### config.mk
export PLATFORM = sky130hd
export DESIGN_NAME = core_top
export DESIGN_NICKNAME = d
export VERILOG_FILES = /design/src/common/core_pkg.sv /design/src/core/core_alu.sv /design/src/core/core_control.sv /design/src/core/core_control_writeback.sv /design/src/core/core_ldm_pop.sv /design/src/core/core_regfile.sv /design/src/hdl/core_top.sv
export SDC_FILE = /design/constraint.sdc
export NUM_CORES = 1
export LEC_CHECK = 0
export BUFFER_PORTS_ARGS = -buffer_cell sky130_fd_sc_hd__buf_2
export CAP_MARGIN = 10
export CELL_PAD_IN_SITES_DETAIL_PLACEMENT = 2
export CELL_PAD_IN_SITES_GLOBAL_PLACEMENT = 2
export CORE_UTILIZATION = 39
export CTS_CLUSTER_DIAMETER = 50
export DETAILED_ROUTE_END_ITERATION = 7
export HOLD_SLACK_MARGIN = 0.12
export MAX_ROUTING_LAYER = met4
export PLACE_DENSITY = 0.77
export REMOVE_ABC_BUFFERS = 1
export SYNTH_ARGS = -nofsm -noshare
export SYNTH_HDL_FRONTEND = slang
export SYNTH_SLANG_ARGS = --single-unit
### constraint.sdc
create_clock -name clk -period 8.03 [get_ports clk]
set_clock_uncertainty 0.05 [all_clocks]
set_input_delay 1.606 -clock clk [delete_from_list [all_inputs] [get_ports clk]]
set_output_delay 1.606 -clock clk [all_outputs]
set_load 0.01 [all_outputs]
### src/common/core_pkg.sv
`default_nettype none

package core_pkg;

	typedef logic [31:0] word;
	typedef logic [3:0]  reg_num;
	typedef logic [15:0] reg_list; // bit k selects register k

	// cycle states of the controller, the writeback unit follows next_cycle
	typedef enum logic [1:0] {
		ISSUE, TRANSFER, BASE_WRITEBACK, EXCEPTION
	} ctrl_cycle;

	typedef enum logic [3:0] {
		OP_ADD, OP_SUB, OP_AND, OP_ORR, OP_MOV,
		OP_LDR, OP_STR, OP_LDM,
		OP_SWI
	} core_op;

	typedef enum logic [2:0] {
		FN_ADD, FN_SUB, FN_AND, FN_ORR, FN_PASS
	} alu_fn;

	localparam reg_num R14 = 4'd14; // link register
	localparam reg_num R15 = 4'd15; // program counter

endpackage

`default_nettype wire

### src/core/core_alu.sv
`timescale 1ns/100ps
`default_nettype none

module core_alu import core_pkg::*; (
	input  logic  clk,
	input  word   a,
	input  word   b,
	input  alu_fn fn,
	output word   q_alu
);

	word result;

	always_comb begin
		case (fn)
			FN_ADD:  result = a + b;
			FN_SUB:  result = a - b;
			FN_AND:  result = a & b;
			FN_ORR:  result = a | b;
			default: result = b; // move passes the second operand
		endcase
	end

	always_ff @(posedge clk)
		q_alu <= result;

endmodule

`default_nettype wire

### src/core/core_control.sv
`timescale 1ns/100ps
`default_nettype none

module core_control import core_pkg::*; (
	input  logic      clk,
	input  logic      rst,
	input  logic      issue,
	input  core_op    op,
	input  word       rn_value,
	input  logic      mem_ready,
	input  logic      list_empty,
	output logic      ready,
	output ctrl_cycle cycle,
	output ctrl_cycle next_cycle,
	output alu_fn     fn,
	output logic      b_four,
	output logic      mem_start,
	output logic      mem_write,
	output word       mem_addr,
	output word       saved_base,
	output logic      pop_load,
	output logic      pop_take
);

	core_op op_q;
	logic   drain;
	logic   accept;
	logic   start;
	logic   ldm_now;

	// an ALU op keeps ready low for one cycle so its write lands before the next read
	assign ready = (cycle == ISSUE) && !drain;
	assign accept = issue && ready;

	always_comb begin
		next_cycle = cycle;
		unique case (cycle)
			ISSUE:
				if (accept) begin
					case (op)
						OP_LDR, OP_STR: next_cycle = TRANSFER;
						OP_LDM:         next_cycle = list_empty ? BASE_WRITEBACK : TRANSFER;
						OP_SWI:         next_cycle = EXCEPTION;
						default:        next_cycle = ISSUE;
					endcase
				end
			TRANSFER:
				if (mem_ready && (op_q != OP_LDM || list_empty))
					next_cycle = BASE_WRITEBACK;
			BASE_WRITEBACK, EXCEPTION:
				next_cycle = ISSUE;
		endcase
	end

	// a new access starts on issue or when the previous one of an LDM completes
	assign start = (next_cycle == TRANSFER) && (cycle != TRANSFER || mem_ready);
	assign ldm_now = (cycle == ISSUE) ? (op == OP_LDM) : (op_q == OP_LDM);
	assign pop_load = accept && (op == OP_LDM);
	assign pop_take = start && ldm_now;

	always_comb begin
		b_four = 1'b0;
		case (op)
			OP_ADD:  fn = FN_ADD;
			OP_SUB:  fn = FN_SUB;
			OP_AND:  fn = FN_AND;
			OP_ORR:  fn = FN_ORR;
			OP_MOV:  fn = FN_PASS;
			default: begin
				fn = FN_ADD; // base+4 for memory ops, pc+4 for SWI
				b_four = 1'b1;
			end
		endcase
	end

	always_ff @(posedge clk) begin
		if (rst) begin
			cycle <= ISSUE;
			op_q <= OP_ADD;
			drain <= 1'b0;
			mem_start <= 1'b0;
			mem_write <= 1'b0;
		end else begin
			cycle <= next_cycle;
			drain <= accept && (next_cycle == ISSUE);
			mem_start <= start;
			if (accept) begin
				op_q <= op;
				mem_write <= (op == OP_STR); // held until the next instruction
			end
		end
	end

	// saved_base runs ahead by one word per completed access
	always_ff @(posedge clk) begin
		if (accept) begin
			saved_base <= rn_value;
			mem_addr <= rn_value;
		end else if (cycle == TRANSFER && mem_ready) begin
			saved_base <= saved_base + word'(4);
			mem_addr <= saved_base + word'(4);
		end
	end

endmodule

`default_nettype wire

### src/core/core_control_writeback.sv
`timescale 1ns/100ps
`default_nettype none

module core_control_writeback import core_pkg::*; #(
	parameter word EXCEPTION_VECTOR = 32'h0000_0008
) (
	input  logic      clk,
	input  logic      rst,
	input  ctrl_cycle cycle,
	input  ctrl_cycle next_cycle,
	input  logic      issue,
	input  logic      issue_writeback,
	input  reg_num    issue_rd,
	input  reg_num    ra,
	input  reg_num    popped,
	input  logic      pop_valid,
	input  logic      mem_ready,
	input  logic      mem_write,
	input  word       saved_base,
	input  word       mem_data_rd,
	input  word       q_alu,
	output reg_num    rd,
	output reg_num    final_rd,
	output logic      writeback,
	output logic      final_writeback,
	output word       wr_value
);

	logic load_done;

	assign load_done = (cycle == TRANSFER) && mem_ready && !mem_write;

	always_ff @(posedge clk) begin
		if (rst) begin
			rd <= '0;
			final_rd <= '0;
			writeback <= 1'b0;
			final_writeback <= 1'b0;
		end else begin
			unique case (next_cycle)
				ISSUE: begin
					rd <= final_rd; // deferred write of the instruction's last register
					writeback <= final_writeback;
				end
				TRANSFER, BASE_WRITEBACK: begin
					if (mem_ready)
						rd <= final_rd;
					writeback <= load_done;
				end
				EXCEPTION: begin
					rd <= R15;
					writeback <= 1'b1;
				end
			endcase

			// final_rd names the register of the access in flight, then the base
			unique case (next_cycle)
				ISSUE:
					if (issue)
						final_rd <= issue_rd;
				TRANSFER:
					if (pop_valid && (issue || mem_ready))
						final_rd <= popped;
					else if (issue)
						final_rd <= issue_rd;
				BASE_WRITEBACK:
					final_rd <= ra;
				EXCEPTION:
					final_rd <= R14;
			endcase

			if (issue)
				final_writeback <= issue_writeback;
			else if (next_cycle == ISSUE)
				final_writeback <= 1'b0;
			if (next_cycle == EXCEPTION)
				final_writeback <= 1'b1; // return address still to be written
		end
	end

	always_ff @(posedge clk) begin
		unique case (next_cycle)
			ISSUE:                    wr_value <= (cycle == BASE_WRITEBACK) ? saved_base : q_alu;
			TRANSFER, BASE_WRITEBACK: wr_value <= mem_data_rd;
			EXCEPTION:                wr_value <= EXCEPTION_VECTOR;
		endcase
	end

endmodule

`default_nettype wire

### src/core/core_ldm_pop.sv
`timescale 1ns/100ps
`default_nettype none

module core_ldm_pop import core_pkg::*; (
	input  logic    clk,
	input  logic    rst,
	input  logic    load,
	input  logic    take,
	input  reg_list list,
	output reg_num  popped,
	output logic    pop_valid,
	output logic    list_empty
);

	reg_list mask;
	reg_list cur;

	// a list being loaded is visible at once so the first access can start on issue
	assign cur = load ? list : mask;
	assign list_empty = (cur == '0);
	assign pop_valid = !list_empty;

	always_comb begin
		popped = '0;
		for (int k = 15; k >= 0; k--) begin
			if (cur[k])
				popped = reg_num'(k);
		end
	end

	always_ff @(posedge clk) begin
		if (rst)
			mask <= '0;
		else if (take)
			mask <= cur & (cur - reg_list'(1)); // drop the lowest set bit
		else if (load)
			mask <= list;
	end

endmodule

`default_nettype wire

### src/core/core_regfile.sv
`timescale 1ns/100ps
`default_nettype none

module core_regfile import core_pkg::*; (
	input  logic   clk,
	input  logic   rst,
	input  reg_num ra_num,
	input  reg_num rb_num,
	input  logic   we,
	input  reg_num wr_num,
	input  word    wr_data,
	output word    ra_value,
	output word    rb_value
);

	word regs [16];

	// a write in progress is forwarded to the read ports
	assign ra_value = (we && wr_num == ra_num) ? wr_data : regs[ra_num];
	assign rb_value = (we && wr_num == rb_num) ? wr_data : regs[rb_num];

	always_ff @(posedge clk) begin
		if (rst) begin
			for (int i = 0; i < 16; i++)
				regs[i] <= '0;
		end else if (we) begin
			regs[wr_num] <= wr_data;
		end
	end

endmodule

`default_nettype wire

### src/hdl/core_top.sv
`timescale 1ns/100ps
`default_nettype none

module core_top import core_pkg::*; #(
	parameter word EXCEPTION_VECTOR = 32'h0000_0008
) (
	input  logic    clk,
	input  logic    rst,
	input  logic    issue,
	input  core_op  op,
	input  reg_num  rd,
	input  reg_num  rn,
	input  reg_num  rm,
	input  reg_list regs,
	input  word     pc,
	output logic    ready,
	output logic    mem_start,
	output logic    mem_write,
	output word     mem_addr,
	output word     mem_data_wr,
	input  logic    mem_ready,
	input  word     mem_data_rd,
	output logic    wb_valid,
	output reg_num  wb_rd,
	output word     wb_value
);

	ctrl_cycle cycle;
	ctrl_cycle next_cycle;
	alu_fn     fn;
	logic      b_four;
	word       saved_base;
	logic      pop_load;
	logic      pop_take;
	reg_num    popped;
	logic      pop_valid;
	logic      list_empty;
	word       q_alu;
	word       ra_value;
	word       rb_value;
	word       alu_a;
	word       alu_b;
	logic      issue_ok;
	logic      issue_writeback;

	// the decoded fields stay on their ports until ready returns, so rm keeps the store data
	assign issue_ok = issue && ready;
	assign issue_writeback = (op != OP_STR);
	assign alu_a = (op == OP_SWI) ? pc : ra_value;
	assign alu_b = b_four ? word'(4) : rb_value;
	assign mem_data_wr = rb_value;

	core_control ctrl0 (
		.clk, .rst, .issue, .op,
		.rn_value(ra_value),
		.mem_ready, .list_empty, .ready, .cycle, .next_cycle, .fn, .b_four,
		.mem_start, .mem_write, .mem_addr, .saved_base, .pop_load, .pop_take
	);

	core_control_writeback #(.EXCEPTION_VECTOR(EXCEPTION_VECTOR)) wb0 (
		.clk, .rst, .cycle, .next_cycle,
		.issue(issue_ok),
		.issue_writeback,
		.issue_rd(rd),
		.ra(rn),
		.popped, .pop_valid, .mem_ready, .mem_write, .saved_base, .mem_data_rd, .q_alu,
		.rd(wb_rd),
		.final_rd(),
		.writeback(wb_valid),
		.final_writeback(),
		.wr_value(wb_value)
	);

	core_ldm_pop pop0 (
		.clk, .rst,
		.load(pop_load),
		.take(pop_take),
		.list(regs),
		.popped, .pop_valid, .list_empty
	);

	core_alu alu0 (.clk, .a(alu_a), .b(alu_b), .fn, .q_alu);

	core_regfile rf0 (
		.clk, .rst,
		.ra_num(rn),
		.rb_num(rm),
		.we(wb_valid),
		.wr_num(wb_rd),
		.wr_data(wb_value),
		.ra_value, .rb_value
	);

endmodule

`default_nettype wire

---- Yosys cells after proc, flatten, opt, wreduce, memory -nomap -nowiden ----
Memories as Yosys holds them, arrays and structs flattened.
Cells that the tools add are included.
word-level totals
  register bits after elaboration ......... 131
  RAM bits ................................ 512
  input bits .............................. 100
  output and inout bits ................... 104
  word-level logic and storage cells ...... 126
  memories ................................ 1
memories
  memory    words  width  read ports  clocked after Yosys merged registers in  write ports  line                text
  rf0.regs  16     32     2           0                                        16           core_regfile.sv:16  word regs [16];
cells by class
  add/subtract/negate cells ............... 4
  equal/unequal tests ..................... 24
  muxes and demuxes ....................... 51
  bitwise logic cells ..................... 3
  reductions and logical operators ........ 30
operators with widths
  kind                                                  count
  two-way mux 32 bit                                    8
  one-hot mux 32 bit (4 select lines)                   1
  one-hot mux 32 bit (3 select lines)                   1
  two-way mux 4 bit                                     20
  adder 32 x 3 -> 32 bit (second input constant)        1
  adder 32 bit                                          1
  bitwise AND 32 bit                                    1
  two-way mux 16 bit                                    2
  bitwise OR 32 bit                                     1
  OR reduction 32 bit                                   1
  subtractor 32 bit                                     1
  equality test 4 x 3 -> 1 bit (second input constant)  5
  bitwise AND 16 bit                                    1
  logical NOT 16 bit                                    1
  one-hot mux 4 bit (4 select lines)                    1
  subtractor 16 x 1 -> 16 bit (second input constant)   1
  logical AND 1 bit                                     12
  one-hot mux 2 bit (3 select lines)                    2
  one-hot mux 3 bit (4 select lines)                    1
  one-hot mux 4 bit (3 select lines)                    1
  two-way mux 1 bit                                     10
  equality test 2 bit (second input constant)           4
  equality test 4 x 2 -> 1 bit (second input constant)  2
  equality test 4 bit                                   2
  19 further kinds                                      31

---- Logic depth before layout (Yosys ltp) ----
Gate-level depths: netlist (run 1).
  depth after elaboration ................. 23
  gate-level depth with buffers ........... 27
  mapped depth without buffers ............ 24

---- Hierarchy ----
From an unflattened synthesis (run 1), not the netlist that was laid out.
second synthesis, totals
  cells, all modules ...................... 3015
  area, all modules ....................... 37721.2 sq um
modules (own cells, without submodules)
  module                  times used  cells each  area each (sq um)  seq. area each (sq um)
  core_regfile            1           1766        27345.0            15374.7
  core_alu                1           550         3956.3             640.6
  core_control            1           294         2626.3             1141.1
  core_control_writeback  1           210         1996.9             840.8
  core_ldm_pop            1           122         1149.9             320.3
  core_top                1           73          646.9              0.0

---- Worst setup path before layout (run 1) ----
OpenSTA, ideal clock, no wires.
  kind .................................... input port to flip-flop
  start ................................... input port rn[0]
  end ..................................... register alu0.q_alu[30]
  setup time .............................. 0.134 ns
  arrival ................................. 7.516 ns
  required time ........................... 7.846 ns
  slack ................................... 0.331 ns
  stages on the path ...................... 22
  path buffers ............................ 4
  cells stage by stage .................... clkbuf_1 > buf_2 > buf_1 > buf_2 > mux4_2 > mux4_2 > mux2_2 > mux2i_1 > ha_1 > inv_1 > fa_1 > a21o_1 > a211o_1 > a211o_1 > a32o_1 > a41o_1 > a2bb2oi_1 > a221o_1 > a31o_2 > a21oi_1 > mux2i_1 > o211ai_1
between the ends
  longest elaborated chain between the ends .. 6
  elaborated cells between the ends (all ways) .. 10
  classes of those cells .................. add/sub (2); eq/ne (1); mux (3); bitwise (2); reduce/logical (1); memory (1)
ends and longest elaborated chain
  element                                                       line                text
  from (decl)                                                   core_top.sv:12      input reg_num rn,
  branches (longest 2 deep; another with memory (16 x 32 bit))  --
  two-way mux 32 bit *                                          core_regfile.sv:19  assign ra_value = (we && wr_num == ra_num) ? wr_data : regs[ra_num];
  two-way mux 32 bit *                                          core_top.sv:49      assign alu_a = (op == OP_SWI) ? pc : ra_value;
  subtractor 32 bit (tied with other cells)                     core_alu.sv:17      FN_SUB: result = a - b;
  one-hot mux 32 bit (4 select lines) *                         core_alu.sv:15      case (fn)
  net alu0.result[30]                                           core_alu.sv:12      word result;
  to (signal assigned)                                          core_alu.sv:25      q_alu <= result;
  to (decl)                                                     core_alu.sv:9       output word q_alu
Mark *: on every way through the listed nets, which the timed path passes.
A chain may end at the register's enable or synchronous reset.

---- Worst setup path after layout (run 1) ----
  start ................................... input port rm[0]
  end ..................................... register alu0.q_alu[30]
between the ends
  longest elaborated chain between the ends .. 6
  elaborated cells between the ends (all ways) .. 10
  classes of those cells .................. add/sub (2); eq/ne (1); mux (3); bitwise (2); reduce/logical (1); memory (1)
ends and longest elaborated chain
  element                                                       line                text
  from (decl)                                                   core_top.sv:13      input reg_num rm,
  branches (longest 2 deep; another with memory (16 x 32 bit))  --
  two-way mux 32 bit *                                          core_regfile.sv:20  assign rb_value = (we && wr_num == rb_num) ? wr_data : regs[rb_num];
  two-way mux 32 bit *                                          core_top.sv:50      assign alu_b = b_four ? word'(4) : rb_value;
  subtractor 32 bit (tied with other cells)                     core_alu.sv:17
  one-hot mux 32 bit (4 select lines) *                         core_alu.sv:15
  net alu0.result[30]                                           core_alu.sv:12
Marks and branches as above.

==> key figures, run 1 <==
GRT
  – Total routing resource utilization after global routing: 34.3%
  – Pin count of the biggest net entering global routing: 73
  – Antenna violations before repair: 5
  – Number of global-route vias before repair: between 30000 and 40000
  – GRT overflow: 0
  – First-pass GRT wire length: 226000 um

Worst setup path
  – Startpoint types: input pin
  – Crit path capture type: flop
  – Data arrival at the endpoint of the critical path: 7.79 ns
  – Crit Path Class: input pin to flop
  – Crit Path Max Fanout: 52
  – Required time of the critical path: 8.49 ns

Detailed routing
  – DRC violations left: 0
  – Total length of routed wires: 160000 um
  – 1st-iter DRT viols: roughly 3000
  – Vias: 28300
  – Number of detailed-routing iterations run before antenna repair: 5
  – Number of nets still failing antenna checks after routing: 0
  – Routed length per instance: about 36 um
  – Detailed-route vias per instance: 6.40

Clock tree
  – Hold buffer count at CTS: 0
  – Clock buffer count from CTS: 97
  – Root Driver: sky130_fd_sc_hd__clkbuf_16
  – CTS Buffer Depth: 3
  – CTS tree: done
  – Post-CTS Setup Bufs: 0
  – Resize count post-CTS: 0
  – Clock network latency to the later pin of the worst-skew pair: 0.69 ns
  – Clk slew on worst S/H paths: approximately 0.050 ns
  – H-tree levels: 3
  – Total number of clock tree sinks: 643

Synth
  – Mean Syn Cell Area: 12.7 sq um
  – Async S/R FF share, synth: 0%
  – Share of the synthesized area in the top cell type: 44.1%
  – Gate count of the mapped netlist: 2925
  – YS warnings: 0
  – Largest cells by area after synthesis: sky130_fd_sc_hd__edfxtp_1 (44%), sky130_fd_sc_hd__mux4_2 (18%), sky130_fd_sc_hd__and2_1 (8.1%)
  – Number of flip-flops and latches in the synthesized netlist: 643
  – Post-synth top area cell: sky130_fd_sc_hd__edfxtp_1
  – Number of distinct standard cells referenced by the synthesized netlist: 82
  – Netlist Area Pre-Place: between 30000 and 40000 sq um
  – EDFF count, synth: 544
  – Ys flop type: sky130_fd_sc_hd__edfxtp_1
  – Register area share after synthesis: 49.4%

Pwr
  – Overall power consumption: ~0.011 W
  – Static leakage: ~16 nW
  – Power density normalized to cell area: 249 nW/um^2
  – IR Drop Worst-Case VDD: 0.000153 V

Flow run
  – Max-cap viol count: 0

STA
  – Total of endpoints with negative setup slack in the final report: 0
  – Tmin final: approximately 7.3 ns
  – Worst Max-Slew Pin Slew: 1.24 ns
  – RSZ-0062 raised after global routing: no
  – Worst slew margin: 16.8%
  – Endpoints failing hold: 0
  – Max Slew Vio Count: 0
  – Final period util: roughly nine tenths
  – Timing-limited maximum frequency: 0.136 GHz

Final layout
  – Share of cells above drive strength 1: 27.2%
  – Layout filler cell count: between 9000 and 10000
  – Final net count: 3219
  – Area growth, synth to finish: 15.8%
  – Final Cell Area: between 40000 and 50000 sq um

Die
  – CORE AREA: 93700 sq um
  – I/O Pins: 204
  – Die Area: 96300 sq um
  – Number of core rows: 112
  – Vert. Die Dim: just over 300 um
  – Horizontal extent of the die: 310 um
  – Initial Utilization: 39.5%

Placement
  – Post-Place Cell Area: 39600 sq um
  – Number of port buffers: 203
  – Gp weighted congestion: 0.910
  – Dpl hpwl: 101000 um

Status
  – Run status: finished clean

Min path
  – Type of the worst min-delay path: flop to flop
==> synthesized netlist by cell type, types with 6 or more instances <==
master,n
sky130_fd_sc_hd__ha_1,39
sky130_fd_sc_hd__or3_1,6
sky130_fd_sc_hd__a221oi_1,9
sky130_fd_sc_hd__o31ai_1,10
sky130_fd_sc_hd__mux4_2,296
sky130_fd_sc_hd__a22oi_1,33
sky130_fd_sc_hd__and3_1,12
sky130_fd_sc_hd__a31oi_1,9
sky130_fd_sc_hd__a211oi_1,12
sky130_fd_sc_hd__clkbuf_1,191
sky130_fd_sc_hd__edfxtp_1,544
sky130_fd_sc_hd__nor3_1,79
sky130_fd_sc_hd__nor2b_1,15
sky130_fd_sc_hd__o22ai_1,11
sky130_fd_sc_hd__xnor2_1,57
sky130_fd_sc_hd__o211ai_1,10
sky130_fd_sc_hd__nor4_1,24
sky130_fd_sc_hd__dfxtp_1,99
sky130_fd_sc_hd__buf_2,27
sky130_fd_sc_hd__maj3_1,6
sky130_fd_sc_hd__o21ai_1,7
sky130_fd_sc_hd__o21ai_0,86
sky130_fd_sc_hd__buf_1,23
sky130_fd_sc_hd__o21a_1,10
sky130_fd_sc_hd__xor2_1,32
sky130_fd_sc_hd__a22o_1,30
sky130_fd_sc_hd__a21o_1,17
sky130_fd_sc_hd__nand2_1,175
sky130_fd_sc_hd__nand2b_1,14
sky130_fd_sc_hd__and2_1,482
sky130_fd_sc_hd__inv_1,40
sky130_fd_sc_hd__nand3_1,26
sky130_fd_sc_hd__buf_6,9
sky130_fd_sc_hd__a21oi_1,126
sky130_fd_sc_hd__or2_2,21
sky130_fd_sc_hd__mux2_2,44
sky130_fd_sc_hd__nor2_1,129
sky130_fd_sc_hd__mux2i_1,79
==> cell type report <==
type | instances | area (sq um) | area share [%]
multi-input cells | 1983 | 17600 | 41.1
repair buffers | 310 | 1940 | 4.52
diodes | 7 | 17.5 | 0.0408
well taps | 1254 | 1570 | 3.65
inverters | 44 | 165 | 0.385
flip-flops and latches | 643 | 18300 | 42.7
clock inverters | 62 | 759 | 1.77
clock buffers | 119 | 2540 | 5.92
==> kinds of logic after synthesis <==
| logic type | count (synthesis) | synth area share (%) |
|---|---|---|
| AOI/OAI and AO/OA | 411 | 7.10 |
| xor gates and xnor gates | 89 | 2.10 |
| adders and majority gates | 46 | 1.53 |
| buffers and inverters | 299 | 3.35 |
| DFF | 643 | 49.4 |
| muxes | 421 | 21.6 |
| and+or+nand+nor | 1016 | 14.9 |
==> per-stage QoR <==
stage,hold slack [ns],instances,util [%],worst slack (ns),TNS (ns)
after floorplan,0.375,2670,-,-0.254,-0.256
after global placement,0.394,4233,42.3,0.309,0
after detailed placement,0.407,4233,42.3,0.224,0
after CTS,0.417,4414,45.8,0.842,0
after global routing,0.428,4416,45.8,0.424,0
final,0.413,4422,45.8,0.700,0
==> path summary, 6_finish.rpt <==
kind | cells after the start | slack [ns] | startpoint | to
hold reg to reg | 2 | 0.41 | ctrl0.op_q[0]$_SDFFE_PP0N_ | ctrl0.op_q[0]$_SDFFE_PP0N_
setup / recovery | 25 | 0.70 | rm[0] | alu0.q_alu[30]$_DFF_P_
hold / removal | 2 | 0.41 | ctrl0.op_q[0]$_SDFFE_PP0N_ | ctrl0.op_q[0]$_SDFFE_PP0N_
setup reg to reg | 24 | 1.58 | wb0.rd[1]$_SDFFE_PP0P_ | alu0.q_alu[30]$_DFF_P_
==> power by group <==
group	internal [W]	switching (W)	leakage (nW)	total, W
registers	0.00390	0.000418	6.42	0.00432
clock network	0.00264	0.00176	1.58	0.00441
logic	0.000762	0.00121	8.18	0.00198
total	0.00731	0.00340	16.2	0.0107
==> layout by cell type, fill, tap and decap left out, types with 12 or more instances in the layout <==
cell type | netlist | layout
sky130_fd_sc_hd__edfxtp_1 | 544 | 544
sky130_fd_sc_hd__and2_1 | 482 | 482
sky130_fd_sc_hd__mux4_2 | 296 | 296
sky130_fd_sc_hd__buf_2 | 27 | 199
sky130_fd_sc_hd__nand2_1 | 175 | 173
sky130_fd_sc_hd__a21oi_1 | 126 | 125
sky130_fd_sc_hd__nor2_1 | 129 | 115
sky130_fd_sc_hd__buf_4 | 5 | 101
sky130_fd_sc_hd__dfxtp_1 | 99 | 99
sky130_fd_sc_hd__clkbuf_16 | 0 | 98
sky130_fd_sc_hd__o21ai_0 | 86 | 86
sky130_fd_sc_hd__mux2i_1 | 79 | 79
sky130_fd_sc_hd__nor3_1 | 79 | 75
sky130_fd_sc_hd__xnor2_1 | 57 | 57
sky130_fd_sc_hd__mux2_2 | 44 | 44
sky130_fd_sc_hd__inv_1 | 40 | 40
sky130_fd_sc_hd__ha_1 | 39 | 38
sky130_fd_sc_hd__a22oi_1 | 33 | 33
sky130_fd_sc_hd__xor2_1 | 32 | 32
sky130_fd_sc_hd__a22o_1 | 30 | 30
sky130_fd_sc_hd__nand3_1 | 26 | 26
sky130_fd_sc_hd__nor4_1 | 24 | 23
sky130_fd_sc_hd__clkbuf_1 | 191 | 20
sky130_fd_sc_hd__or2_2 | 21 | 18
sky130_fd_sc_hd__a21o_1 | 17 | 17
sky130_fd_sc_hd__nand2b_1 | 14 | 14
sky130_fd_sc_hd__nor2_2 | 0 | 14
sky130_fd_sc_hd__nor2b_1 | 15 | 13
sky130_fd_sc_hd__and3_1 | 12 | 12
sky130_fd_sc_hd__a211oi_1 | 12 | 12
==> registers in the layout, indices dropped and copies added (netlist names) <==
name,cells
ctrl0.mem_write,1
ctrl0.op_q,4
wb0.writeback,1
ctrl0.cycle,2
wb0.rd,4
ctrl0.drain,1
ctrl0.mem_start,1
wb0.wr_value,32
pop0.mask,16
wb0.final_writeback,1
ctrl0.mem_addr,32
alu0.q_alu,32
wb0.final_rd,4
rf0.regs,512
==> routing by layer <==
layer	share of wire [%]	routed length (um)	vias to the layer above	GRT usage [%]
li1	-	-	11400	-
met1	38	61000	15000	42.0
met2	49	77400	1508	55.4
met3	8.3	13300	405	6.06
met4	4.9	7810	0	15.9
met5	0	0	-	-
==> worst max-delay path, stage by stage <==
cell,delay (ns)
sky130_fd_sc_hd__clkbuf_8,0.29
sky130_fd_sc_hd__buf_12,0.40
sky130_fd_sc_hd__mux2i_1,0.31
sky130_fd_sc_hd__mux4_2,0.32
sky130_fd_sc_hd__or3b_1,0.40
sky130_fd_sc_hd__nand3_1,0.13
sky130_fd_sc_hd__a21o_1,0.22
sky130_fd_sc_hd__o2111a_1,0.22
sky130_fd_sc_hd__o21ai_0,0.13
sky130_fd_sc_hd__nor2_1,0.17
sky130_fd_sc_hd__and2_1,0.33
sky130_fd_sc_hd__a21oi_1,0.13
sky130_fd_sc_hd__xor2_1,0.18
sky130_fd_sc_hd__ha_1,0.37
sky130_fd_sc_hd__a21o_1,0.22
sky130_fd_sc_hd__a21o_1,0.20
sky130_fd_sc_hd__a221oi_1,0.31
sky130_fd_sc_hd__o21ai_0,0.15
sky130_fd_sc_hd__a41o_1,0.25
sky130_fd_sc_hd__a2bb2oi_1,0.18
sky130_fd_sc_hd__a221o_1,0.38
sky130_fd_sc_hd__a31o_2,0.28
sky130_fd_sc_hd__a21oi_1,0.19
sky130_fd_sc_hd__mux2i_1,0.24
sky130_fd_sc_hd__o211ai_1,0.12
(Power assumes the default switching activity.)
==> inputs of run 2 (changes only) <==
- CORE_UTILIZATION: 39 -> 47
- PLACE_DENSITY: 0.77 -> 0.87
- clock period: 8.03 -> 9 ns (I/O delays scaled with it)
==> run 2 against run 1 <==
  * Via count is 7.2% higher
  * Combinational power down 9.6%
  * First-iteration DRC count is 58% higher
  * Critical endpoint unchanged
  * Setup slack got worse by 0.057 ns
==> key figures, run 2 (synthesized netlist as in run 1, its figures left out) <==
STA
  – Final setup TNS: 0 ns (unchanged)
  – Max Slew Vio Count: 0 (unchanged)
  – Worst slew margin: 7.94% (was 16.8%)
  – Endpoints failing hold: 0 (unchanged)
  – Tmin final: 8.36 ns
  – Worst Max-Slew Pin Slew: 1.38 ns (was 1.24 ns)
  – Post-Route Hold Slack: 0.456 ns (was 0.413 ns)
  – Final period util: about 93%
  – Timing-limited maximum frequency: roughly 0.12 GHz
  – RSZ-0062 raised after global routing: no (unchanged)
  – Total of endpoints with negative setup slack in the final report: 0 (unchanged)

Final layout
  – Share of the core filled with cells in the final layout: 54.4% (was 45.8%)
  – Leading cell types in the layout, fill and taps excluded: sky130_fd_sc_hd__edfxtp_1 (544), sky130_fd_sc_hd__and2_1 (482), sky130_fd_sc_hd__mux4_2 (296) (unchanged)
  – Most common cell after layout, fill and taps aside: sky130_fd_sc_hd__edfxtp_1 (unchanged)
  – Register containing the most flip-flops in the final layout: rf0.regs (unchanged)
  – Share of cells above drive strength 1: 26.8% (was 27.2%)
  – Final net count: 3193 (was 3219)
  – Max reg flops: 512 (unchanged)
  – Area growth, synth to finish: 13.9% (was 15.8%)
  – Layout filler cell count: 7087 (was 9093)
  – Post-Layout Cell Count: 4180 (was 4422)

Worst setup path
  – Crit Path Max Fanout: 20 (was 52)
  – Crit Path Class: input pin to flop (unchanged)
  – Crit path capture type: flop (unchanged)
  – Data arrival at the endpoint of the critical path: 8.81 ns (was 7.79 ns)
  – Required time of the critical path: 9.45 ns (was 8.49 ns)
  – Startpoint types: input pin (unchanged)

Placement
  – Gp weighted congestion: 0.952 (was 0.910)
  – Dpl hpwl: 102000 um (was 101000 um)
  – Number of port buffers: 203 (unchanged)
  – Number of placed instances, taps included: 4000 (was 4233)

GRT
  – Total routing resource utilization after global routing: 45.1% (was 34.3%)
  – GRT overflow: 0 (unchanged)
  – Number of global-route vias before repair: 32800 (was 30500)
  – Antenna violations before repair: 15 (was 5)
  – Pin count of the biggest net entering global routing: 66 (was 73)
  – First-pass GRT wire length: 245000 um (was 226000 um)

Clock tree
  – CTS Buffer Depth: 3 (unchanged)
  – Clock network latency to the later pin of the worst-skew pair: 0.68 ns (was 0.69 ns)
  – H-tree levels: 3 (unchanged)
  – Clock buffer count from CTS: 91 (was 97)
  – Resize count post-CTS: 0 (unchanged)
  – Post-CTS Setup Bufs: 0 (unchanged)
  – CTS tree: done (unchanged)
  – Clk slew on worst S/H paths: 0.06 ns (was 0.05 ns)
  – Root Driver: sky130_fd_sc_hd__clkbuf_16 (unchanged)
  – Total number of clock tree sinks: 643 (unchanged)
  – Hold buffer count at CTS: 0 (unchanged)

Pwr
  – IR Drop Worst-Case VDD: 0.000182 V (was 0.000153 V)
  – Power density normalized to cell area: 224 nW/um^2 (was 249 nW/um^2)
  – Overall power consumption: 0.00948 W (was 0.0107 W)
  – Static leakage: 16.0 nW (was 16.2 nW)

Detailed routing
  – Number of nets still failing antenna checks after routing: 0 (unchanged)
  – 1st-iter DRT viols: 4769 (was 3015)
  – Total length of routed wires: 174000 um (was 160000 um)
  – Vias: 30300 (was 28300)
  – Number of detailed-routing iterations run before antenna repair: 6 (was 5)
  – DRC violations left: 0 (unchanged)
  – Detailed-route vias per instance: 7.26 (was 6.40)
  – Routed length per instance: 41.7 um (was 36.1 um)

Die
  – Die Area: 80000 sq um (was 96300 sq um)
  – Vert. Die Dim: 283 um (was 310 um)
  – Number of core rows: 102 (was 112)
  – I/O Pins: 204 (unchanged)
  – Initial Utilization: 47.7% (was 39.5%)
  – CORE AREA: 77700 sq um (was 93700 sq um)
  – Horizontal extent of the die: 283 um (was 310 um)

Flow run
  – Max-cap viol count: 0 (unchanged)

Status
  – Run status: finished clean (unchanged)

Min path
  – Type of the worst min-delay path: flop to flop (unchanged)
run 2: cell types whose count changed in the layout (fill, tap and decap cells not counted), sizes merged:
cell	change
clkinv	+5
clkbuf	-6
inv	-2
buf	-20
diode	+1
clkinvlp	-1
bufinv	-5
run 2: critical path, cell delays in order:
cell                        delay [ns]
sky130_fd_sc_hd__buf_2            0.74
sky130_fd_sc_hd__xnor2_1          0.22
sky130_fd_sc_hd__and3_1           0.28
sky130_fd_sc_hd__a21oi_1          1.05
sky130_fd_sc_hd__nand3_1          0.24
sky130_fd_sc_hd__o2111a_1         0.35
sky130_fd_sc_hd__o21ai_0          0.16
sky130_fd_sc_hd__nor2_1           0.15
sky130_fd_sc_hd__and2_1           0.24
sky130_fd_sc_hd__a21oi_1          0.21
sky130_fd_sc_hd__xor2_1           0.18
sky130_fd_sc_hd__ha_1             0.32
sky130_fd_sc_hd__a21o_1           0.24
sky130_fd_sc_hd__a21o_1           0.21
sky130_fd_sc_hd__a221oi_1         0.34
sky130_fd_sc_hd__o21ai_0          0.21
sky130_fd_sc_hd__a41o_1           0.29
sky130_fd_sc_hd__a2bb2oi_1        0.20
sky130_fd_sc_hd__a221o_1          0.41
sky130_fd_sc_hd__a31o_2           0.29
sky130_fd_sc_hd__a21oi_1          0.23
sky130_fd_sc_hd__mux2i_1          0.30
sky130_fd_sc_hd__o211ai_1         0.14
run 2: metal layers:
layer | GRT usage (%) | vias to the layer above | routed length [um] | share of wire, %
met2 | 68.9 | 2660 | 80400 | 46
li1 | - | 11300 | - | -
met4 | 32.8 | 0 | 15300 | 8.8
met1 | 52.0 | 15400 | 58400 | 33
met3 | 11.3 | 944 | 20200 | 12
met5 | - | - | 0 | 0
run 2: through the flow:
stage	setup slack (ns)	instance area (sq um)
6_report	0.642	42200
5_1_grt	0.579	42200
4_1_cts	0.932	42200
3_5_place_dp	0.661	39100
3_3_place_gp	0.967	39100
2_1_floorplan	0.522	36000
run 2: final timing paths:
check | from | to | slack (ns) | cells past startpoint
min | ctrl0.op_q[0]$_SDFFE_PP0N_ | ctrl0.op_q[0]$_SDFFE_PP0N_ | 0.46 | 2
max | rm[3] | alu0.q_alu[30]$_DFF_P_ | 0.64 | 23
max reg2reg | rf0.regs[15][0]$_SDFFCE_PN0P_ | alu0.q_alu[30]$_DFF_P_ | 1.79 | 23
min reg2reg | ctrl0.op_q[0]$_SDFFE_PP0N_ | ctrl0.op_q[0]$_SDFFE_PP0N_ | 0.46 | 2
run 2: power by group:
part	internal [W]	switching [W]
Combinational	0.000660	0.00113
Clock	0.00218	0.00159
Sequential	0.00348	0.000435
Total	0.00632	0.00315
run 2: layout make-up:
class                      count  area (sq um)  share of cell area (%)
antenna                        8          20.0                  0.0474
clock buffer                 113          2500                    5.91
clock inverter                59           616                    1.46
inverter                      44           165                   0.391
multi-input combinational   1983         17600                    41.7
sequential                   643         18300                    43.4
tap                         1040          1300                    3.08
timing repair buffer         290          1690                    4.00
